<file path="config.mk">
export PLATFORM = sky130hd
export DESIGN_NAME = trap_unit
export DESIGN_NICKNAME = d
export VERILOG_FILES = /design/src/source/trap_pkg.sv /design/src/source/exc_prio.sv /design/src/source/irq_select.sv /design/src/source/skid_buf.sv /design/src/source/trap_csr.sv /design/src/source/trap_ctrl.sv /design/src/source/trap_unit.sv
export SDC_FILE = /design/constraint.sdc
export NUM_CORES = 1
export LEC_CHECK = 0
export BUFFER_PORTS_ARGS = -buffer_cell sky130_fd_sc_hd__clkbuf_2
export CORE_AREA = 3 3 220 222
export DETAILED_ROUTE_END_ITERATION = 10
export DIE_AREA = 0 0 223 225
export PLACE_DENSITY = 0.44
export SETUP_SLACK_MARGIN = 0.3
export SLEW_MARGIN = 20
export SYNTH_ARGS = -nofsm -noshare
export SYNTH_HDL_FRONTEND = slang
export SYNTH_HIERARCHICAL = 1
export SYNTH_SLANG_ARGS = --single-unit
</file>
<file path="constraint.sdc">
create_clock -name clk -period 10.1 [get_ports clk]
set_clock_uncertainty 0.2 [all_clocks]
set_input_delay 1.515 -clock clk [delete_from_list [all_inputs] [get_ports clk]]
set_output_delay 1.515 -clock clk [all_outputs]
set_load 0.05 [all_outputs]
</file>
<file path="src/source/trap_pkg.sv">
package trap_pkg;

  ////////////////////////////////////////
  // Widths
  ////////////////////////////////////////

  // Data and PC width of the core
  localparam int unsigned xlen = 32;

  // Number of external interrupt lines, mapped onto mie bits 0 and up
  localparam int unsigned num_irq = 16;

  // Width of the cause field in mcause and of an interrupt line number
  localparam int unsigned cause_w = 5;

  ////////////////////////////////////////
  // CSR addresses
  ////////////////////////////////////////

  localparam logic [11:0] csr_mstatus = 12'h300;
  localparam logic [11:0] csr_mie     = 12'h304;
  localparam logic [11:0] csr_mtvec   = 12'h305;
  localparam logic [11:0] csr_mepc    = 12'h341;
  localparam logic [11:0] csr_mcause  = 12'h342;

  // Trap vector base after reset
  localparam logic [xlen-1:0] mtvec_reset = 32'h100;

  ////////////////////////////////////////
  // Cause codes
  ////////////////////////////////////////

  // Instruction access fault, raised by the protection unit
  localparam logic [cause_w-1:0] exc_instr_fault     = 5'd1;
  localparam logic [cause_w-1:0] exc_illegal         = 5'd2;
  localparam logic [cause_w-1:0] exc_breakpoint      = 5'd3;
  localparam logic [cause_w-1:0] exc_ecall_m         = 5'd11;
  // Custom code for an instruction bus error
  localparam logic [cause_w-1:0] exc_instr_bus_fault = 5'd24;

  // mcause MSB that marks an interrupt
  localparam int unsigned mcause_irq_bit = xlen - 1;

  // Bit positions inside mstatus
  localparam int unsigned mstatus_mie_bit  = 3;
  localparam int unsigned mstatus_mpie_bit = 7;

  ////////////////////////////////////////
  // Payload types
  ////////////////////////////////////////

  // One retired instruction with its already decoded fault flags
  typedef struct packed {
    logic [xlen-1:0] pc;
    logic            illegal;
    logic            ecall;
    logic            ebrk;
    logic            bus_err;
    logic            mpu_err;
    logic            mret;
  } retire_item_t;

  // Fetch redirect sent back to the front end
  typedef struct packed {
    logic [xlen-1:0] pc;
  } redirect_t;

endpackage

</file>
<file path="src/source/exc_prio.sv">
`timescale 1ns/1ps

module exc_prio
  import trap_pkg::*;
(
  input  retire_item_t       item_i,
  output logic               exc_o,
  output logic [cause_w-1:0] exc_cause_o
);

  ////////////////////////////////////////
  // Fault priority
  ////////////////////////////////////////

  // Any fault flag turns the item into an exception
  assign exc_o = item_i.mpu_err | item_i.bus_err | item_i.illegal |
                 item_i.ecall | item_i.ebrk;

  // Fetch side faults come first since the instruction word itself is bad,
  // then decode faults, then the intentional environment calls
  always_comb begin
    exc_cause_o = '0;
    if (item_i.mpu_err) begin
      exc_cause_o = exc_instr_fault;
    end else if (item_i.bus_err) begin
      exc_cause_o = exc_instr_bus_fault;
    end else if (item_i.illegal) begin
      exc_cause_o = exc_illegal;
    end else if (item_i.ecall) begin
      exc_cause_o = exc_ecall_m;
    end else if (item_i.ebrk) begin
      exc_cause_o = exc_breakpoint;
    end
  end

endmodule

</file>
<file path="src/source/irq_select.sv">
`timescale 1ns/1ps

module irq_select
  import trap_pkg::*;
(
  input  logic [num_irq-1:0] irq_i,
  input  logic [num_irq-1:0] mie_i,
  input  logic               mstatus_mie_i,
  output logic               irq_o,
  output logic [cause_w-1:0] irq_id_o
);

  logic [num_irq-1:0] irq_masked;

  // A line counts only when its own enable and the global enable are set
  assign irq_masked = irq_i & mie_i & {num_irq{mstatus_mie_i}};

  assign irq_o = |irq_masked;

  ////////////////////////////////////////
  // Lowest line wins
  ////////////////////////////////////////

  // Scan from the top so the last hit is the lowest-numbered line
  always_comb begin
    irq_id_o = '0;
    for (int i = num_irq - 1; i >= 0; i--) begin
      if (irq_masked[i]) begin
        irq_id_o = cause_w'(i);
      end
    end
  end

endmodule

</file>
<file path="src/source/skid_buf.sv">
`timescale 1ns/1ps

module skid_buf #(
  parameter type payload_t = logic
) (
  input  logic     clk,
  input  logic     rst_ni,
  input  logic     in_valid_i,
  output logic     in_ready_o,
  input  payload_t in_data_i,
  output logic     out_valid_o,
  input  logic     out_ready_i,
  output payload_t out_data_o
);

  // Two storage slots used as a small ring
  payload_t   mem_q [2];
  logic       wr_ptr_q;
  logic       rd_ptr_q;
  logic [1:0] count_q;
  logic       push;
  logic       pop;

  // Ready comes from the fill count only, so it never sees out_ready_i
  assign in_ready_o  = (count_q != 2'd2);
  assign out_valid_o = (count_q != 2'd0);
  assign push        = in_valid_i & in_ready_o;
  assign pop         = out_valid_o & out_ready_i;

  // Oldest entry is always presented and stays put until popped
  assign out_data_o = mem_q[rd_ptr_q];

  always_ff @(posedge clk or negedge rst_ni) begin
    if (!rst_ni) begin
      wr_ptr_q <= 1'b0;
      rd_ptr_q <= 1'b0;
      count_q  <= 2'd0;
    end else begin
      if (push) begin
        wr_ptr_q <= ~wr_ptr_q;
      end
      if (pop) begin
        rd_ptr_q <= ~rd_ptr_q;
      end
      // A simultaneous push and pop leaves the count unchanged
      case ({push, pop})
        2'b10:   count_q <= count_q + 2'd1;
        2'b01:   count_q <= count_q - 2'd1;
        default: count_q <= count_q;
      endcase
    end
  end

  always_ff @(posedge clk) begin
    if (push) begin
      mem_q[wr_ptr_q] <= in_data_i;
    end
  end

endmodule

</file>
<file path="src/source/trap_csr.sv">
`timescale 1ns/1ps

module trap_csr
  import trap_pkg::*;
(
  input  logic               clk,
  input  logic               rst_ni,

  // Software access port
  input  logic               csr_we_i,
  input  logic [11:0]        csr_addr_i,
  input  logic [xlen-1:0]    csr_wdata_i,
  output logic [xlen-1:0]    csr_rdata_o,

  // Hardware updates from the trap controller
  input  logic               trap_take_i,
  input  logic               irq_take_i,
  input  logic               mret_take_i,
  input  logic [xlen-1:0]    trap_pc_i,
  input  logic [cause_w-1:0] exc_cause_i,
  input  logic [cause_w-1:0] irq_id_i,

  // Current state for the rest of the unit
  output logic [xlen-1:0]    mtvec_o,
  output logic [xlen-1:0]    mepc_o,
  output logic [num_irq-1:0] mie_o,
  output logic               mstatus_mie_o
);

  // Only MIE and MPIE of mstatus are implemented
  logic               mstatus_mie_q;
  logic               mstatus_mpie_q;
  logic [num_irq-1:0] mie_q;
  logic [xlen-1:0]    mtvec_q;
  logic [xlen-1:0]    mepc_q;
  logic [xlen-1:0]    mcause_q;
  logic               any_trap;
  logic [xlen-1:0]    trap_cause;

  assign any_trap = trap_take_i | irq_take_i;

  // Interrupts carry the line number with the MSB set
  assign trap_cause = irq_take_i ?
                      {1'b1, {(xlen-1-cause_w){1'b0}}, irq_id_i} :
                      {{(xlen-cause_w){1'b0}}, exc_cause_i};

  ////////////////////////////////////////
  // Read mux
  ////////////////////////////////////////

  always_comb begin
    csr_rdata_o = '0;
    case (csr_addr_i)
      csr_mstatus: begin
        csr_rdata_o[mstatus_mie_bit]  = mstatus_mie_q;
        csr_rdata_o[mstatus_mpie_bit] = mstatus_mpie_q;
      end
      csr_mie:    csr_rdata_o = {{(xlen-num_irq){1'b0}}, mie_q};
      csr_mtvec:  csr_rdata_o = mtvec_q;
      csr_mepc:   csr_rdata_o = mepc_q;
      csr_mcause: csr_rdata_o = mcause_q;
      // Unimplemented addresses read as zero
      default:    csr_rdata_o = '0;
    endcase
  end

  ////////////////////////////////////////
  // Register update
  ////////////////////////////////////////

  // The software write is applied first, and a trap or mret in the same
  // cycle then overwrites whatever fields it touches
  always_ff @(posedge clk or negedge rst_ni) begin
    if (!rst_ni) begin
      mstatus_mie_q  <= 1'b0;
      mstatus_mpie_q <= 1'b0;
      mie_q          <= '0;
      mtvec_q        <= mtvec_reset;
      mepc_q         <= '0;
      mcause_q       <= '0;
    end else begin
      if (csr_we_i) begin
        case (csr_addr_i)
          csr_mstatus: begin
            mstatus_mie_q  <= csr_wdata_i[mstatus_mie_bit];
            mstatus_mpie_q <= csr_wdata_i[mstatus_mpie_bit];
          end
          csr_mie:    mie_q    <= csr_wdata_i[num_irq-1:0];
          csr_mtvec:  mtvec_q  <= csr_wdata_i;
          csr_mepc:   mepc_q   <= {csr_wdata_i[xlen-1:1], 1'b0};
          csr_mcause: mcause_q <= csr_wdata_i;
          default:    ;
        endcase
      end
      if (any_trap) begin
        // Save the interrupted context and close the global enable
        mstatus_mpie_q <= mstatus_mie_q;
        mstatus_mie_q  <= 1'b0;
        mepc_q         <= {trap_pc_i[xlen-1:1], 1'b0};
        mcause_q       <= trap_cause;
      end else if (mret_take_i) begin
        mstatus_mie_q  <= mstatus_mpie_q;
        mstatus_mpie_q <= 1'b1;
      end
    end
  end

  assign mtvec_o       = mtvec_q;
  assign mepc_o        = mepc_q;
  assign mie_o         = mie_q;
  assign mstatus_mie_o = mstatus_mie_q;

endmodule

</file>
<file path="src/source/trap_ctrl.sv">
`timescale 1ns/1ps

module trap_ctrl
  import trap_pkg::*;
(
  input  logic            clk,
  input  logic            rst_ni,

  // Head of the retire buffer
  input  logic            head_valid_i,
  input  retire_item_t    head_item_i,
  output logic            head_ready_o,

  // Decoded trap sources
  input  logic            exc_i,
  input  logic            irq_i,

  // CSR state needed for redirect targets
  input  logic [xlen-1:0] mepc_i,
  input  logic [xlen-1:0] mtvec_i,

  // Space in the redirect buffer
  input  logic            out_ready_i,

  // CSR update strobes
  output logic            trap_take_o,
  output logic            irq_take_o,
  output logic            mret_take_o,

  // Commit report
  output logic            commit_valid_o,
  output logic [xlen-1:0] commit_pc_o,

  // Push into the redirect buffer
  output logic            redir_valid_o,
  output redirect_t       redir_data_o
);

  logic decide;
  logic commit_take;

  ////////////////////////////////////////
  // Decision
  ////////////////////////////////////////

  // Nothing moves unless a redirect could be accepted, even for a plain commit
  assign decide = head_valid_i & out_ready_i;

  // Every decision consumes the head
  assign head_ready_o = decide;

  // Interrupt beats exception, exception beats mret, the rest commits
  assign irq_take_o  = decide & irq_i;
  assign trap_take_o = decide & ~irq_i & exc_i;
  assign mret_take_o = decide & ~irq_i & ~exc_i & head_item_i.mret;
  assign commit_take = decide & ~irq_i & ~exc_i & ~head_item_i.mret;

  // Traps go to the vector base with the mode bits cleared
  assign redir_valid_o = irq_take_o | trap_take_o | mret_take_o;

  always_comb begin
    redir_data_o = '0;
    if (mret_take_o) begin
      redir_data_o.pc = mepc_i;
    end else begin
      redir_data_o.pc = {mtvec_i[xlen-1:2], 2'b00};
    end
  end

  ////////////////////////////////////////
  // Commit pulse
  ////////////////////////////////////////

  always_ff @(posedge clk or negedge rst_ni) begin
    if (!rst_ni) begin
      commit_valid_o <= 1'b0;
    end else begin
      commit_valid_o <= commit_take;
    end
  end

  // The PC only matters while the pulse is high
  always_ff @(posedge clk) begin
    if (commit_take) begin
      commit_pc_o <= head_item_i.pc;
    end
  end

endmodule

</file>
<file path="src/source/trap_unit.sv">
`timescale 1ns/1ps

module trap_unit
  import trap_pkg::*;
(
  input  logic               clk,
  input  logic               rst_ni,

  // Retire stream
  input  logic               retire_valid_i,
  output logic               retire_ready_o,
  input  logic [xlen-1:0]    retire_pc_i,
  input  logic               retire_illegal_i,
  input  logic               retire_ecall_i,
  input  logic               retire_ebrk_i,
  input  logic               retire_bus_err_i,
  input  logic               retire_mpu_err_i,
  input  logic               retire_mret_i,

  // Redirect to fetch
  output logic               redirect_valid_o,
  input  logic               redirect_ready_i,
  output logic [xlen-1:0]    redirect_pc_o,

  // Commit report
  output logic               commit_valid_o,
  output logic [xlen-1:0]    commit_pc_o,

  // CSR port
  input  logic               csr_we_i,
  input  logic [11:0]        csr_addr_i,
  input  logic [xlen-1:0]    csr_wdata_i,
  output logic [xlen-1:0]    csr_rdata_o,

  // Level-sensitive interrupt lines
  input  logic [num_irq-1:0] irq_i
);

  retire_item_t       retire_item;
  retire_item_t       head_item;
  logic               head_valid;
  logic               head_ready;
  redirect_t          redir_in;
  redirect_t          redir_out;
  logic               redir_push;
  logic               redir_space;
  logic               exc;
  logic [cause_w-1:0] exc_cause;
  logic               irq;
  logic [cause_w-1:0] irq_id;
  logic               trap_take;
  logic               irq_take;
  logic               mret_take;
  logic [xlen-1:0]    mtvec;
  logic [xlen-1:0]    mepc;
  logic [num_irq-1:0] mie;
  logic               mstatus_mie;

  // Gather the loose retire fields into one stored item
  assign retire_item.pc      = retire_pc_i;
  assign retire_item.illegal = retire_illegal_i;
  assign retire_item.ecall   = retire_ecall_i;
  assign retire_item.ebrk    = retire_ebrk_i;
  assign retire_item.bus_err = retire_bus_err_i;
  assign retire_item.mpu_err = retire_mpu_err_i;
  assign retire_item.mret    = retire_mret_i;

  assign redirect_pc_o = redir_out.pc;

  skid_buf #(
    .payload_t (retire_item_t)
  ) u_retire_buf (
    .clk         (clk),
    .rst_ni      (rst_ni),
    .in_valid_i  (retire_valid_i),
    .in_ready_o  (retire_ready_o),
    .in_data_i   (retire_item),
    .out_valid_o (head_valid),
    .out_ready_i (head_ready),
    .out_data_o  (head_item)
  );

  exc_prio u_exc_prio (
    .item_i      (head_item),
    .exc_o       (exc),
    .exc_cause_o (exc_cause)
  );

  irq_select u_irq_select (
    .irq_i         (irq_i),
    .mie_i         (mie),
    .mstatus_mie_i (mstatus_mie),
    .irq_o         (irq),
    .irq_id_o      (irq_id)
  );

  trap_csr u_trap_csr (
    .clk           (clk),
    .rst_ni        (rst_ni),
    .csr_we_i      (csr_we_i),
    .csr_addr_i    (csr_addr_i),
    .csr_wdata_i   (csr_wdata_i),
    .csr_rdata_o   (csr_rdata_o),
    .trap_take_i   (trap_take),
    .irq_take_i    (irq_take),
    .mret_take_i   (mret_take),
    .trap_pc_i     (head_item.pc),
    .exc_cause_i   (exc_cause),
    .irq_id_i      (irq_id),
    .mtvec_o       (mtvec),
    .mepc_o        (mepc),
    .mie_o         (mie),
    .mstatus_mie_o (mstatus_mie)
  );

  trap_ctrl u_trap_ctrl (
    .clk            (clk),
    .rst_ni         (rst_ni),
    .head_valid_i   (head_valid),
    .head_item_i    (head_item),
    .head_ready_o   (head_ready),
    .exc_i          (exc),
    .irq_i          (irq),
    .mepc_i         (mepc),
    .mtvec_i        (mtvec),
    .out_ready_i    (redir_space),
    .trap_take_o    (trap_take),
    .irq_take_o     (irq_take),
    .mret_take_o    (mret_take),
    .commit_valid_o (commit_valid_o),
    .commit_pc_o    (commit_pc_o),
    .redir_valid_o  (redir_push),
    .redir_data_o   (redir_in)
  );

  skid_buf #(
    .payload_t (redirect_t)
  ) u_redir_buf (
    .clk         (clk),
    .rst_ni      (rst_ni),
    .in_valid_i  (redir_push),
    .in_ready_o  (redir_space),
    .in_data_i   (redir_in),
    .out_valid_o (redirect_valid_o),
    .out_ready_i (redirect_ready_i),
    .out_data_o  (redir_out)
  );

endmodule

</file>
==> impl_results.html, run 1 <==
<table>
<tr><th>Metric</th><th>Value</th></tr>
<tr><th colspan="2">Cells and area</th></tr>
<tr><td>Utilization after layout</td><td>0.3375</td></tr>
<tr><td>Final Instance Area</td><td>15,710 sq um</td></tr>
<tr><td>Number of cells in the finished layout apart from fillers</td><td>1,735</td></tr>
<tr><td>Area growth syn-to-layout</td><td>20.82%</td></tr>
<tr><td>Fraction of layout cells with a size suffix above 1</td><td>0.3982</td></tr>
<tr><td>Nets</td><td>1,204</td></tr>
<tr><th colspan="2">Placement</th></tr>
<tr><td>Post-placement cell count</td><td>1,667</td></tr>
<tr><td>Port Buffer Count</td><td>201</td></tr>
<tr><td>Detail Placement HPWL</td><td>26,000 um</td></tr>
<tr><td>Placed Instance Area</td><td>14,580 sq um</td></tr>
<tr><td>Placer Congestion</td><td>0.7835</td></tr>
<tr><td>Setup slack after placement</td><td>4.678 ns</td></tr>
<tr><th colspan="2">Clock tree</th></tr>
<tr><td>Number of gates resized after cts</td><td>0</td></tr>
<tr><td>Number of buffers inserted by post-CTS setup repair</td><td>0</td></tr>
<tr><td>Total clock sinks</td><td>294</td></tr>
<tr><td>Hold bufs inserted after CTS</td><td>0</td></tr>
<tr><td>Master cell of the clock root buffer</td><td>sky130_fd_sc_hd__clkbuf_16</td></tr>
<tr><td>Number of clock buffers inserted by TritonCTS</td><td>37</td></tr>
<tr><td>H-tree depth</td><td>2</td></tr>
<tr><td>Clock transition at path regs</td><td>0.05 ns</td></tr>
<tr><td>CTS tree</td><td>done</td></tr>
<tr><td>Worst skew pair latency</td><td>0.53 ns</td></tr>
<tr><td>Number of buffers between clock root and the deepest sink</td><td>3</td></tr>
<tr><th colspan="2">Routing</th></tr>
<tr><td>Total number of vias</td><td>7,944</td></tr>
<tr><td>Average vias per placed instance</td><td>4.579</td></tr>
<tr><td>Mean routed wirelength per cell</td><td>21.95 um</td></tr>
<tr><td>Number of remaining DRC errors</td><td>0</td></tr>
<tr><td>DRT antenna net count</td><td>0</td></tr>
<tr><td>First-iteration detailed-routing DRC count</td><td>649</td></tr>
<tr><td>Drt first pass iters</td><td>6</td></tr>
<tr><td>Post-Route WL</td><td>38,080 um</td></tr>
<tr><th colspan="2">Critical path</th></tr>
<tr><td>Max stage delay on crit path</td><td>0.74 ns</td></tr>
<tr><td>Sort of element at the end of the critical path</td><td>output pin</td></tr>
<tr><td>Maximum fanout along the worst path</td><td>24</td></tr>
<tr><td>Worst reg-to-reg setup slack</td><td>6.28 ns</td></tr>
<tr><td>Type of the worst setup path</td><td>in -&gt; out</td></tr>
<tr><td>Cell family contributing the most delay on the critical path</td><td>simple AND/OR/NAND/NOR gates</td></tr>
<tr><td>Slowest stage cell, crit path</td><td>sky130_fd_sc_hd__and3_1</td></tr>
<tr><td>Cells along the critical path</td><td>clkbuf_2, buf_4, nor4bb_2, and3_1, a22oi_1, nand2_1, clkbuf_2</td></tr>
<tr><td>Endpoint required time on the critical path</td><td>8.39 ns</td></tr>
<tr><td>Crit path launch type</td><td>input pin</td></tr>
<tr><td>Arrival time at the worst endpoint</td><td>3.71 ns</td></tr>
<tr><td>Count of buffer and inverter cells on the critical path</td><td>3</td></tr>
<tr><td>Cell with the most instances on the worst path</td><td>sky130_fd_sc_hd__clkbuf_2</td></tr>
<tr><th colspan="2">Logic synthesis</th></tr>
<tr><td>Fraction of the yosys area taken by sequential cells</td><td>0.6321</td></tr>
<tr><td>Top-count cell post-synth</td><td>sky130_fd_sc_hd__edfxtp_1</td></tr>
<tr><td>Total of warnings raised by yosys</td><td>6</td></tr>
<tr><td>Count of flip-flops with a built-in enable after synthesis</td><td>172</td></tr>
<tr><td>Net count after synthesis</td><td>1,000</td></tr>
<tr><td>Leading post-synthesis cells by instance count</td><td>sky130_fd_sc_hd__edfxtp_1 (172), sky130_fd_sc_hd__dfrtp_1 (121), sky130_fd_sc_hd__mux2_2 (111)</td></tr>
<tr><td>Largest cells by area after synthesis</td><td>sky130_fd_sc_hd__edfxtp_1 (40%), sky130_fd_sc_hd__dfrtp_1 (23%), sky130_fd_sc_hd__mux2_2 (9.6%)</td></tr>
<tr><td>Area of the mapped netlist</td><td>13,000 sq um</td></tr>
<tr><td>Async set-reset flop share out of synthesis</td><td>0.4150</td></tr>
<tr><td>Synthesized area divided by synthesized cell count</td><td>14.53 sq um</td></tr>
<tr><td>Largest area contributor in the netlist</td><td>sky130_fd_sc_hd__edfxtp_1</td></tr>
<tr><td>Number of distinct library cell variants in the gate-level netlist after synthesis</td><td>57</td></tr>
<tr><td>Synth Register Bits</td><td>294</td></tr>
<tr><td>Dominant register cell in the synthesized netlist</td><td>sky130_fd_sc_hd__edfxtp_1</td></tr>
<tr><td>Area fraction of the dominant cell type after synthesis</td><td>0.3972</td></tr>
<tr><td>Count of mapped cells out of synthesis</td><td>895</td></tr>
<tr><th colspan="2">Floorplanning</th></tr>
<tr><td># IOs</td><td>202</td></tr>
<tr><td>Core Area</td><td>46,560 sq um</td></tr>
<tr><td>Row count</td><td>79</td></tr>
<tr><td>Die boundary height</td><td>225 um</td></tr>
<tr><td>Die Outline Area</td><td>50,180 sq um</td></tr>
<tr><td>Overall die width</td><td>223 um</td></tr>
<tr><td>Effective utilization at floorplan</td><td>0.2793</td></tr>
<tr><th colspan="2">STA</th></tr>
<tr><td>Fin. Hold Viols</td><td>0</td></tr>
<tr><td>Actual transition at the worst max-transition pin</td><td>1.052 ns</td></tr>
<tr><td>Clock period minus final worst setup slack</td><td>5.429 ns</td></tr>
<tr><td>Max-slew violation count</td><td>0</td></tr>
<tr><td>Worst hold slack across all endpoints</td><td>0.2938 ns</td></tr>
<tr><td>RSZ-0062 raised after global routing</td><td>false</td></tr>
<tr><td>Highest achievable clock rate</td><td>0.1842 GHz</td></tr>
<tr><td>Setup TNS after final layout</td><td>0 ns</td></tr>
<tr><td>Final critical-path share of the clock period</td><td>0.5376</td></tr>
<tr><td>Final Setup Violations</td><td>0</td></tr>
<tr><td>Relative slew margins</td><td>0.2987</td></tr>
<tr><td>Setup slack of the critical path after layout</td><td>4.671 ns</td></tr>
<tr><th colspan="2">GRT</th></tr>
<tr><td>Initial antenna violation count</td><td>3</td></tr>
<tr><td>Maximum number of pins on one net before global-route repair</td><td>63</td></tr>
<tr><td>Via count of the first global-routing pass</td><td>8,207</td></tr>
<tr><td>All-layer global routing usage</td><td>0.1500</td></tr>
<tr><td>First-pass GRT wire length</td><td>55,970 um</td></tr>
<tr><td>Grt ovf</td><td>0</td></tr>
<tr><th colspan="2">Power</th></tr>
<tr><td>Post-layout total power</td><td>4.399 mW</td></tr>
<tr><td>Power per cell area</td><td>280.0 nW/um^2</td></tr>
<tr><td>Max VDD drop</td><td>0.1370 mV</td></tr>
<tr><td>Static Leakage</td><td>7.051 nW</td></tr>
<tr><th colspan="2">Status</th></tr>
<tr><td>Result of the run</td><td>finished, final reports clean</td></tr>
<tr><th colspan="2">Hold path</th></tr>
<tr><td>Path type of the worst min-delay path</td><td>reg -&gt; reg</td></tr>
<tr><th colspan="2">Job</th></tr>
<tr><td>Count of maximum capacitance violations</td><td>0</td></tr>
</table>
==> placed cells by master, fill, tap and decap left out, types with 3 or more instances in the layout <==
| cell type | synthesis | routed |
|---|---|---|
| sky130_fd_sc_hd__clkbuf_2 | 0 | 200 |
| sky130_fd_sc_hd__edfxtp_1 | 172 | 172 |
| sky130_fd_sc_hd__dfrtp_1 | 121 | 120 |
| sky130_fd_sc_hd__mux2_2 | 111 | 111 |
| sky130_fd_sc_hd__nand2_1 | 94 | 94 |
| sky130_fd_sc_hd__mux2i_1 | 66 | 66 |
| sky130_fd_sc_hd__nor2_1 | 53 | 50 |
| sky130_fd_sc_hd__mux2_4 | 47 | 47 |
| sky130_fd_sc_hd__o21ai_0 | 38 | 38 |
| sky130_fd_sc_hd__clkbuf_16 | 0 | 37 |
| sky130_fd_sc_hd__a22oi_1 | 19 | 19 |
| sky130_fd_sc_hd__buf_4 | 8 | 18 |
| sky130_fd_sc_hd__clkbuf_1 | 20 | 13 |
| sky130_fd_sc_hd__a21oi_1 | 13 | 13 |
| sky130_fd_sc_hd__a222oi_1 | 13 | 13 |
| sky130_fd_sc_hd__inv_1 | 8 | 8 |
| sky130_fd_sc_hd__nand3_1 | 7 | 7 |
| sky130_fd_sc_hd__clkinv_2 | 0 | 6 |
| sky130_fd_sc_hd__a211oi_1 | 6 | 6 |
| sky130_fd_sc_hd__nor2b_1 | 6 | 6 |
| sky130_fd_sc_hd__xnor2_1 | 6 | 6 |
| sky130_fd_sc_hd__mux2_1 | 5 | 5 |
| sky130_fd_sc_hd__nand4_1 | 4 | 4 |
| sky130_fd_sc_hd__xor2_1 | 4 | 4 |
| sky130_fd_sc_hd__diode_2 | 0 | 3 |
| sky130_fd_sc_hd__clkinv_1 | 0 | 3 |
| sky130_fd_sc_hd__nand2b_1 | 3 | 3 |
| sky130_fd_sc_hd__conb_1 | 3 | 3 |
| sky130_fd_sc_hd__nor2_4 | 0 | 3 |
| sky130_fd_sc_hd__and3_1 | 5 | 3 |
==> final cells by class <==
cell class                      count  area [sq um]
Fill cell                        4607         30840
Tap cell                          607         759.5
Inverter                            8         30.03
Clock buffer                       52          1002
Timing Repair Buffer              218          1136
Sequential cell                   294          8220
Multi-Input combinational cell    540          4438
Antenna cell                        3         7.507
Clock inverter                     13         117.6
==> cells by family after synthesis <==
| kind of cell | count (synthesis) | share of synthesized area |
|---|---|---|
| AO/OA/AOI/OAI | 102 | 0.05330 |
| XOR/XNOR | 10 | 0.006735 |
| multiplexers | 229 | 0.2055 |
| buffers and inverters | 61 | 0.02954 |
| other | 3 | 0.0008659 |
| flip-flops | 294 | 0.6321 |
| AND/OR/NAND/NOR | 194 | 0.07005 |
| adder cells (fa/ha/maj) | 2 | 0.001924 |
==> final timing paths <==
check | from | to | cells after the start
max | csr_addr_i[0] | csr_rdata_o[16] | 7
max reg2reg | u_trap_csr/mie_o[9]$_DFFE_PN0P_ | u_trap_csr/mepc_o[19]$_DFFE_PN0P_ | 10
min in group asynchronous | rst_ni | u_trap_csr/mcause_q[19]$_DFFE_PN0P_ | 1
min | u_retire_buf/count_q[1]$_DFFE_PN0P_ | u_retire_buf/count_q[1]$_DFFE_PN0P_ | 1
min reg2reg | u_retire_buf/count_q[1]$_DFFE_PN0P_ | u_retire_buf/count_q[1]$_DFFE_PN0P_ | 1
max in group asynchronous | rst_ni | u_retire_buf/rd_ptr_q$_DFFE_PN0P_ | 2
==> sequential cells by signal (all words and copies together), names as in the netlist <==
register                    flops
u_redir_buf/count_q             2
u_retire_buf/count_q            2
u_redir_buf/wr_ptr_q            1
u_trap_csr/mstatus_mie_o        1
u_retire_buf/rd_ptr_q           1
u_trap_csr/mie_o               16
u_retire_buf/mem_q             76
u_trap_csr/mtvec_o             32
u_trap_csr/mepc_o              31
u_redir_buf/mem_q              64
u_redir_buf/rd_ptr_q            1
u_trap_csr/mstatus_mpie_q       1
u_retire_buf/wr_ptr_q           1
u_trap_ctrl/commit_valid_o      1
u_trap_ctrl/commit_pc_o        32
u_trap_csr/mcause_q            32
==> worst register-to-register path: stages (launching register included) <==
cell                      delay [ns]
sky130_fd_sc_hd__dfrtp_1        0.39
sky130_fd_sc_hd__nand2_1        0.21
sky130_fd_sc_hd__nand2_1        0.08
sky130_fd_sc_hd__o21ai_0        0.23
sky130_fd_sc_hd__nor2b_1        0.23
sky130_fd_sc_hd__nand4_1        0.26
sky130_fd_sc_hd__nor3b_1        0.39
sky130_fd_sc_hd__or2_2          0.71
sky130_fd_sc_hd__buf_4          0.62
sky130_fd_sc_hd__nand2_1        0.28
sky130_fd_sc_hd__o21ai_0        0.13
==> routing by layer <==
layer	vias to the layer above	track usage	wire length [um]
met5	-	0	31
met3	48	0.03830	2146
met2	204	0.2312	17320
met1	3974	0.2101	17780
met4	4	0.04225	797
li1	3714	-	-
==> report_power, final <==
group	internal, mW	switching (mW)
Sequential	1.62	0.136
Combinational	0.414	0.976
Clock	0.742	0.507
Total	2.78	1.62
(Power assumes the default switching activity.)
==> run 2, diff against run 1 <==
--- a/config.mk
+++ b/config.mk
@@ -9,7 +9,7 @@
 export CORE_AREA = 3 3 220 222
 export DETAILED_ROUTE_END_ITERATION = 10
 export DIE_AREA = 0 0 223 225
-export PLACE_DENSITY = 0.44
+export PLACE_DENSITY = 0.45
 export SETUP_SLACK_MARGIN = 0.3
 export SLEW_MARGIN = 20
 export SYNTH_ARGS = -nofsm -noshare
==> constraint.sdc (replaced) <==
create_clock -name clk -period 4.75 [get_ports clk]
set_clock_uncertainty 0.2 [all_clocks]
set_input_delay 0.7125 -clock clk [delete_from_list [all_inputs] [get_ports clk]]
set_output_delay 0.7125 -clock clk [all_outputs]
set_load 0.05 [all_outputs]
==> impl_results.html, run 2 (synthesis gave the netlist of run 1 again) <==
<table>
<tr><th>Metric</th><th>Value</th></tr>
<tr><th colspan="2">GRT</th></tr>
<tr><td>Grt ovf</td><td>0</td></tr>
<tr><td>All-layer global routing usage</td><td>0.1472</td></tr>
<tr><td>Initial antenna violation count</td><td>4</td></tr>
<tr><td>Via count of the first global-routing pass</td><td>8,261</td></tr>
<tr><td>First-pass GRT wire length</td><td>55,220 um</td></tr>
<tr><td>Maximum number of pins on one net before global-route repair</td><td>61</td></tr>
<tr><th colspan="2">Critical path</th></tr>
<tr><td>Type of the worst setup path</td><td>in -&gt; out</td></tr>
<tr><td>Cell family contributing the most delay on the critical path</td><td>simple AND/OR/NAND/NOR gates</td></tr>
<tr><td>Slowest stage cell, crit path</td><td>sky130_fd_sc_hd__and4_1</td></tr>
<tr><td>Sort of element at the end of the critical path</td><td>output pin</td></tr>
<tr><td>Cells along the critical path</td><td>clkbuf_2, nor4b_4, and4_1, nand2_1, nand2_1, clkbuf_2</td></tr>
<tr><td>Endpoint required time on the critical path</td><td>3.84 ns</td></tr>
<tr><td>Max stage delay on crit path</td><td>0.83 ns</td></tr>
<tr><td>Crit path launch type</td><td>input pin</td></tr>
<tr><td>Count of buffer and inverter cells on the critical path</td><td>2</td></tr>
<tr><td>Maximum fanout along the worst path</td><td>16</td></tr>
<tr><td>Arrival time at the worst endpoint</td><td>2.80 ns</td></tr>
<tr><th colspan="2">Power</th></tr>
<tr><td>Internal</td><td>5.970 mW</td></tr>
<tr><td>Max VDD drop</td><td>0.2375 mV</td></tr>
<tr><td>Post-layout total power</td><td>9.421 mW</td></tr>
<tr><td>Part of the total power dissipated in the clock network</td><td>0.286</td></tr>
<tr><td>Combinational share of power</td><td>0.314</td></tr>
<tr><td>Power per cell area</td><td>596.9 nW/um^2</td></tr>
<tr><td>Switching power summed over all nets</td><td>3.451 mW</td></tr>
<tr><td>Static Leakage</td><td>7.091 nW</td></tr>
<tr><td>Fraction of power spent switching nets</td><td>0.3663</td></tr>
<tr><td>Register share of total power</td><td>0.400</td></tr>
<tr><th colspan="2">Routing</th></tr>
<tr><td>First-iteration detailed-routing DRC count</td><td>495</td></tr>
<tr><td>Mean routed wirelength per cell</td><td>21.71 um</td></tr>
<tr><td>Average vias per placed instance</td><td>4.617</td></tr>
<tr><td>Number of remaining DRC errors</td><td>0</td></tr>
<tr><td>Total number of vias</td><td>8,019</td></tr>
<tr><td>Post-Route WL</td><td>37,710 um</td></tr>
<tr><td>DRT antenna net count</td><td>0</td></tr>
<tr><td>Drt first pass iters</td><td>6</td></tr>
<tr><th colspan="2">Clock tree</th></tr>
<tr><td>Number of clock buffers inserted by TritonCTS</td><td>35</td></tr>
<tr><td>CTS tree</td><td>done</td></tr>
<tr><td>Clock transition at path regs</td><td>0.06 ns</td></tr>
<tr><td>H-tree depth</td><td>2</td></tr>
<tr><td>Total clock sinks</td><td>294</td></tr>
<tr><td>Number of gates resized after cts</td><td>0</td></tr>
<tr><td>Number of buffers inserted by post-CTS setup repair</td><td>0</td></tr>
<tr><td>Hold bufs inserted after CTS</td><td>0</td></tr>
<tr><td>Master cell of the clock root buffer</td><td>sky130_fd_sc_hd__clkbuf_16</td></tr>
<tr><td>Worst skew pair latency</td><td>0.55 ns</td></tr>
<tr><td>Number of buffers between clock root and the deepest sink</td><td>3</td></tr>
<tr><th colspan="2">Floorplanning</th></tr>
<tr><td>Overall die width</td><td>223 um</td></tr>
<tr><td>Row count</td><td>79</td></tr>
<tr><td>Die boundary height</td><td>225 um</td></tr>
<tr><td>Effective utilization at floorplan</td><td>0.2793</td></tr>
<tr><td>Die Outline Area</td><td>50,180 sq um</td></tr>
<tr><td># IOs</td><td>202</td></tr>
<tr><td>Core Area</td><td>46,560 sq um</td></tr>
<tr><th colspan="2">Hold path</th></tr>
<tr><td>Path type of the worst min-delay path</td><td>in -&gt; async</td></tr>
<tr><th colspan="2">Status</th></tr>
<tr><td>Result of the run</td><td>finished, final reports clean</td></tr>
<tr><th colspan="2">STA</th></tr>
<tr><td>Max-slew violation count</td><td>0</td></tr>
<tr><td>RSZ-0062 raised after global routing</td><td>false</td></tr>
<tr><td>Final Setup Violations</td><td>0</td></tr>
<tr><td>Highest achievable clock rate</td><td>0.2696 GHz</td></tr>
<tr><td>Fin. Hold Viols</td><td>0</td></tr>
<tr><td>Final critical-path share of the clock period</td><td>0.7808</td></tr>
<tr><td>Clock period minus final worst setup slack</td><td>3.709 ns</td></tr>
<tr><td>Relative slew margins</td><td>0.3239</td></tr>
<tr><td>Setup TNS after final layout</td><td>0 ns</td></tr>
<tr><td>Actual transition at the worst max-transition pin</td><td>1.014 ns</td></tr>
<tr><th colspan="2">Cells and area</th></tr>
<tr><td>Nets</td><td>1,207</td></tr>
<tr><td>Most flop-heavy register</td><td>u_retire_buf/mem_q</td></tr>
<tr><td>Area growth syn-to-layout</td><td>21.38%</td></tr>
<tr><td>Max reg flops</td><td>76</td></tr>
<tr><td>Fraction of layout cells with a size suffix above 1</td><td>0.4039</td></tr>
<tr><td>Most frequent cells in the layout</td><td>sky130_fd_sc_hd__clkbuf_2 (200), sky130_fd_sc_hd__edfxtp_1 (172), sky130_fd_sc_hd__dfrtp_1 (120)</td></tr>
<tr><td>Most common cell after layout, fill and taps aside</td><td>sky130_fd_sc_hd__clkbuf_2</td></tr>
<tr><td>Largest registers</td><td>u_retire_buf/mem_q (76), u_redir_buf/mem_q (64)</td></tr>
<tr><th colspan="2">Placement</th></tr>
<tr><td>Placer Congestion</td><td>0.7405</td></tr>
<tr><td>Port Buffer Count</td><td>201</td></tr>
<tr><td>Detail Placement HPWL</td><td>26,020 um</td></tr>
<tr><th colspan="2">Job</th></tr>
<tr><td>Count of maximum capacitance violations</td><td>0</td></tr>
</table>
==> run 2: through the flow <==
stage	std cells	worst slack [ns]	instance area (sq um)	hold slack [ns]	utilization
after floorplan	895	1.219	13000	0.2169	-
after global placement	1672	0.9858	14640	0.2818	0.3144
after detailed placement	1672	0.9783	14640	0.2811	0.3144
after CTS	1736	0.9935	15780	0.1031	0.3390
after global routing	1737	0.9121	15780	0.1197	0.3390
final	1737	1.041	15780	0.06698	0.3390
==> run 2: worst paths after layout <==
path / from / to / slack [ns] / depth (start not counted)
worst max-delay path: csr_addr_i[11] / csr_rdata_o[31] / 1.04 / 6
worst min-delay path: rst_ni / u_trap_csr/mtvec_o[19]$_DFFE_PN0P_ / 0.07 / 1
worst max register to register: u_retire_buf/rd_ptr_q$_DFFE_PN0P_ / u_redir_buf/mem_q[0][15]$_DFFE_PP_ / 1.35 / 5
worst min register to register: u_redir_buf/count_q[1]$_DFFE_PN0P_ / u_redir_buf/count_q[1]$_DFFE_PN0P_ / 0.29 / 1
max in group asynchronous: rst_ni / u_trap_csr/mtvec_o[8]$_DFFE_PN1P_ / 3.21 / 2
min in group clk: retire_pc_i[30] / u_retire_buf/mem_q[1][36]$_DFFE_PP_ / 0.17 / 1
==> run 2: power groups by stage <==
stage	Clock, mW	Sequential, mW	Combinational [mW]
detailed placement	0	3.82	3.01
global route	2.90	3.83	3.20
global placement	0	3.81	3.00
finish	2.70	3.77	2.96
CTS	2.80	3.77	3.03
floorplan	0	3.71	2.16
==> run 2: area by class of cell <==
class / count / area (sq um)
tap: 607 / 759.5
clock buffer: 46 / 937.1
fill: 4588 / 30770
sequential: 294 / 8220
timing repair buffer: 223 / 1186
clock inverter: 18 / 207.7
multi-input combinational: 540 / 4441
antenna: 1 / 2.502
inverter: 8 / 30.03
==> run 2: routing by layer <==
| metal | vias up | global-route usage | part of all wire |
|---|---|---|---|
| met5 | - | 0 | 0.0011 |
| met4 | 6 | 0.03938 | 0.019 |
| met1 | 4043 | 0.2018 | 0.46 |
| li1 | 3724 | - | - |
| met2 | 199 | 0.2296 | 0.46 |
| met3 | 47 | 0.04207 | 0.058 |
==> run 3, diff against run 2 <==
==> constraint.sdc (replaced) <==
create_clock -name clk -period 3.25 [get_ports clk]
set_clock_uncertainty 0.2 [all_clocks]
set_input_delay 0.4875 -clock clk [delete_from_list [all_inputs] [get_ports clk]]
set_output_delay 0.4875 -clock clk [all_outputs]
set_load 0.05 [all_outputs]
==> impl_results.html, run 3 (synthesis gave the netlist of run 1 again) <==
<table>
<tr><th>Metric</th><th>Value</th></tr>
<tr><th colspan="2">Cells and area</th></tr>
<tr><td>Nets</td><td>1,280</td></tr>
<tr><td>Final Instance Area</td><td>16,910 sq um</td></tr>
<tr><td>Number of cells in the finished layout apart from fillers</td><td>1,813</td></tr>
<tr><td>Fraction of layout cells with a size suffix above 1</td><td>0.4061</td></tr>
<tr><td>Area growth syn-to-layout</td><td>30.06%</td></tr>
<tr><td>Max reg flops</td><td>76</td></tr>
<tr><td>Largest registers</td><td>u_retire_buf/mem_q (76), u_redir_buf/mem_q (64)</td></tr>
<tr><td>Most flop-heavy register</td><td>u_retire_buf/mem_q</td></tr>
<tr><td>Most common cell after layout, fill and taps aside</td><td>sky130_fd_sc_hd__clkbuf_2</td></tr>
<tr><td>Area occupied by registers</td><td>8220 sq um</td></tr>
<tr><td>Area occupied by multi-input gates</td><td>4451 sq um</td></tr>
<tr><td>Most frequent cells in the layout</td><td>sky130_fd_sc_hd__clkbuf_2 (182), sky130_fd_sc_hd__edfxtp_1 (172), sky130_fd_sc_hd__dfrtp_1 (120)</td></tr>
<tr><td>Fill cell instance count of the final layout</td><td>4,472</td></tr>
<tr><th colspan="2">Critical path</th></tr>
<tr><td>Maximum fanout along the worst path</td><td>25</td></tr>
<tr><td>Start point of the critical path</td><td>u_trap_csr/mie_o[9]$_DFFE_PN0P_</td></tr>
<tr><td>Endpoint required time on the critical path</td><td>3.32 ns</td></tr>
<tr><td>Max stage delay on crit path</td><td>0.58 ns</td></tr>
<tr><td>Worst Setup EP</td><td>u_redir_buf/mem_q[0][17]$_DFFE_PP_</td></tr>
<tr><td>Total number of cells along the worst setup path</td><td>9</td></tr>
<tr><td>Crit path launch type</td><td>register</td></tr>
<tr><td>Cell family contributing the most delay on the critical path</td><td>simple AND/OR/NAND/NOR gates</td></tr>
<tr><td>Reg2Reg Launch Point</td><td>u_trap_csr/mie_o[9]$_DFFE_PN0P_</td></tr>
<tr><td>End of the worst register-to-register path</td><td>u_redir_buf/mem_q[0][17]$_DFFE_PP_</td></tr>
<tr><td>Sort of element at the end of the critical path</td><td>register</td></tr>
<tr><td>Worst reg-to-reg setup slack</td><td>0.38 ns</td></tr>
<tr><td>Arrival time at the worst endpoint</td><td>2.94 ns</td></tr>
<tr><td>Type of the worst setup path</td><td>reg -&gt; reg</td></tr>
<tr><td>Cell with the most instances on the worst path</td><td>sky130_fd_sc_hd__nand2_1</td></tr>
<tr><td>Count of buffer and inverter cells on the critical path</td><td>2</td></tr>
<tr><td>R2R cell count</td><td>9</td></tr>
<tr><td>Slowest stage cell, crit path</td><td>sky130_fd_sc_hd__or4b_4</td></tr>
<tr><td>Cells along the critical path</td><td>nand2_1, nand2_1, o21ai_0, buf_4, nor2b_2, nand4_1, or4b_4, buf_12, mux2_4</td></tr>
<tr><th colspan="2">Power</th></tr>
<tr><td>Internal</td><td>9.229 mW</td></tr>
<tr><td>Part of the total power dissipated in the clock network</td><td>0.296</td></tr>
<tr><td>Switching power summed over all nets</td><td>5.055 mW</td></tr>
<tr><td>Register share of total power</td><td>0.379</td></tr>
<tr><td>Combinational share of power</td><td>0.325</td></tr>
<tr><td>Fraction of power spent switching nets</td><td>0.3539</td></tr>
<tr><td>Static Leakage</td><td>7.560 nW</td></tr>
<tr><td>Power per cell area</td><td>844.6 nW/um^2</td></tr>
<tr><td>Max VDD drop</td><td>0.3975 mV</td></tr>
<tr><td>Post-layout total power</td><td>14.28 mW</td></tr>
<tr><th colspan="2">STA</th></tr>
<tr><td>Highest achievable clock rate</td><td>0.3480 GHz</td></tr>
<tr><td>Actual transition at the worst max-transition pin</td><td>0.8749 ns</td></tr>
<tr><td>RSZ-0062 raised after global routing</td><td>false</td></tr>
<tr><td>Fin. Hold Viols</td><td>0</td></tr>
<tr><td>Worst hold slack across all endpoints</td><td>0.03131 ns</td></tr>
<tr><td>Max-slew violation count</td><td>0</td></tr>
<tr><td>Relative slew margins</td><td>0.4167</td></tr>
<tr><td>Clock period minus final worst setup slack</td><td>2.873 ns</td></tr>
<tr><td>Final critical-path share of the clock period</td><td>0.8841</td></tr>
<tr><td>Setup TNS after final layout</td><td>0 ns</td></tr>
<tr><td>Final Setup Violations</td><td>0</td></tr>
<tr><th colspan="2">Routing</th></tr>
<tr><td>Post-Route WL</td><td>37,910 um</td></tr>
<tr><td>Mean routed wirelength per cell</td><td>20.91 um</td></tr>
<tr><td>Number of remaining DRC errors</td><td>0</td></tr>
<tr><td>Drt first pass iters</td><td>6</td></tr>
<tr><td>Average vias per placed instance</td><td>4.548</td></tr>
<tr><td>Total number of vias</td><td>8,246</td></tr>
<tr><td>DRT antenna net count</td><td>0</td></tr>
<tr><td>First-iteration detailed-routing DRC count</td><td>420</td></tr>
<tr><th colspan="2">Clock tree</th></tr>
<tr><td>Total clock sinks</td><td>294</td></tr>
<tr><td>Clock transition at path regs</td><td>0.06 ns</td></tr>
<tr><td>Number of clock buffers inserted by TritonCTS</td><td>37</td></tr>
<tr><td>H-tree depth</td><td>2</td></tr>
<tr><td>Worst skew pair latency</td><td>0.54 ns</td></tr>
<tr><td>CTS tree</td><td>done</td></tr>
<tr><td>Number of buffers between clock root and the deepest sink</td><td>3</td></tr>
<tr><td>Master cell of the clock root buffer</td><td>sky130_fd_sc_hd__clkbuf_16</td></tr>
<tr><th colspan="2">GRT</th></tr>
<tr><td>Initial antenna violation count</td><td>4</td></tr>
<tr><td>Grt ovf</td><td>0</td></tr>
<tr><td>First-pass GRT wire length</td><td>56,530 um</td></tr>
<tr><td>All-layer global routing usage</td><td>0.1500</td></tr>
<tr><td>Via count of the first global-routing pass</td><td>8,593</td></tr>
<tr><td>Maximum number of pins on one net before global-route repair</td><td>55</td></tr>
<tr><th colspan="2">Floorplanning</th></tr>
<tr><td># IOs</td><td>202</td></tr>
<tr><td>Die Outline Area</td><td>50,180 sq um</td></tr>
<tr><td>Core Area</td><td>46,560 sq um</td></tr>
<tr><td>Row count</td><td>79</td></tr>
<tr><td>Die boundary height</td><td>225 um</td></tr>
<tr><td>Effective utilization at floorplan</td><td>0.2793</td></tr>
<tr><td>Overall die width</td><td>223 um</td></tr>
<tr><th colspan="2">Placement</th></tr>
<tr><td>Placer Congestion</td><td>0.7803</td></tr>
<tr><td>Detail Placement HPWL</td><td>26,340 um</td></tr>
<tr><td>Port Buffer Count</td><td>201</td></tr>
<tr><td>Post-placement cell count</td><td>1,698</td></tr>
<tr><td>Placed Instance Area</td><td>15,190 sq um</td></tr>
<tr><th colspan="2">Job</th></tr>
<tr><td>Count of maximum capacitance violations</td><td>0</td></tr>
<tr><th colspan="2">Status</th></tr>
<tr><td>Result of the run</td><td>finished, final reports clean</td></tr>
<tr><th colspan="2">Hold path</th></tr>
<tr><td>Path type of the worst min-delay path</td><td>in -&gt; reg</td></tr>
</table>
## run 3: metal layers
| metal | share of wire | track usage |
|---|---|---|
| met5 | 0.00071 | 0 |
| met4 | 0.022 | 0.04922 |
| met3 | 0.051 | 0.03035 |
| met2 | 0.46 | 0.2342 |
| met1 | 0.47 | 0.2097 |
## run 3: worst min path at each step
stage / startpoint / cells past startpoint / slack (ns) / endpoint
after floorplan: rst_ni / 0 / -0.008 / u_redir_buf/count_q[0]$_DFFE_PN0P_
after global placement: u_redir_buf/count_q[1]$_DFFE_PN0P_ / 1 / 0.28 / u_redir_buf/count_q[1]$_DFFE_PN0P_
after detailed placement: u_retire_buf/count_q[1]$_DFFE_PN0P_ / 1 / 0.29 / u_retire_buf/count_q[1]$_DFFE_PN0P_
after CTS: csr_wdata_i[27] / 2 / 0.0004 / u_trap_csr/mtvec_o[27]$_DFFE_PN0P_
after global routing: csr_wdata_i[18] / 2 / 0.02 / u_trap_csr/mtvec_o[18]$_DFFE_PN0P_
final: csr_wdata_i[25] / 2 / 0.03 / u_trap_csr/mtvec_o[25]$_DFFE_PN0P_
## run 3: area by class of cell
cell class | count | area share
tap | 607 | 0.04491
clock buffer | 56 | 0.06451
clock inverter | 12 | 0.009913
sequential | 294 | 0.4861
timing repair buffer | 294 | 0.1294
inverter | 8 | 0.001776
multi-input combinational | 540 | 0.2631
antenna | 2 | 0.0002959
## run 3: timing repair
action,4_1_cts,5_1_grt
setup buffers,0,2
setup endpoints to repair,0,79
resized for setup,0,6
hold buffers,43,0
hold endpoints to repair,132,0
## run 3: worst register-to-register path, cell delays in order, from the launching register on
cell,delay [ns]
sky130_fd_sc_hd__dfrtp_1,0.42
sky130_fd_sc_hd__nand2_1,0.13
sky130_fd_sc_hd__nand2_1,0.07
sky130_fd_sc_hd__o21ai_0,0.18
sky130_fd_sc_hd__buf_4,0.14
sky130_fd_sc_hd__nor2b_2,0.15
sky130_fd_sc_hd__nand4_1,0.19
sky130_fd_sc_hd__or4b_4,0.58
sky130_fd_sc_hd__buf_12,0.20
sky130_fd_sc_hd__mux2_4,0.35
## run 3: power by group through the flow
| stage | Sequential, mW | Combinational (mW) | Clock, mW |
|---|---|---|---|
| after detailed placement | 5.50 | 4.66 | 0 |
| after CTS | 5.43 | 4.73 | 4.38 |
| after global placement | 5.49 | 4.65 | 0 |
| after global routing | 5.50 | 5.06 | 4.53 |
| after floorplan | 5.41 | 3.16 | 0 |
| final | 5.41 | 4.65 | 4.22 |
## run 3: through the flow
step,utilization,worst slack [ns]
after CTS,0.3625,0.3017
final,0.3633,0.3768
after global routing,0.3632,0.3163
after detailed placement,0.3263,0.2111
after global placement,0.3263,0.2052
after floorplan,-,0.4334
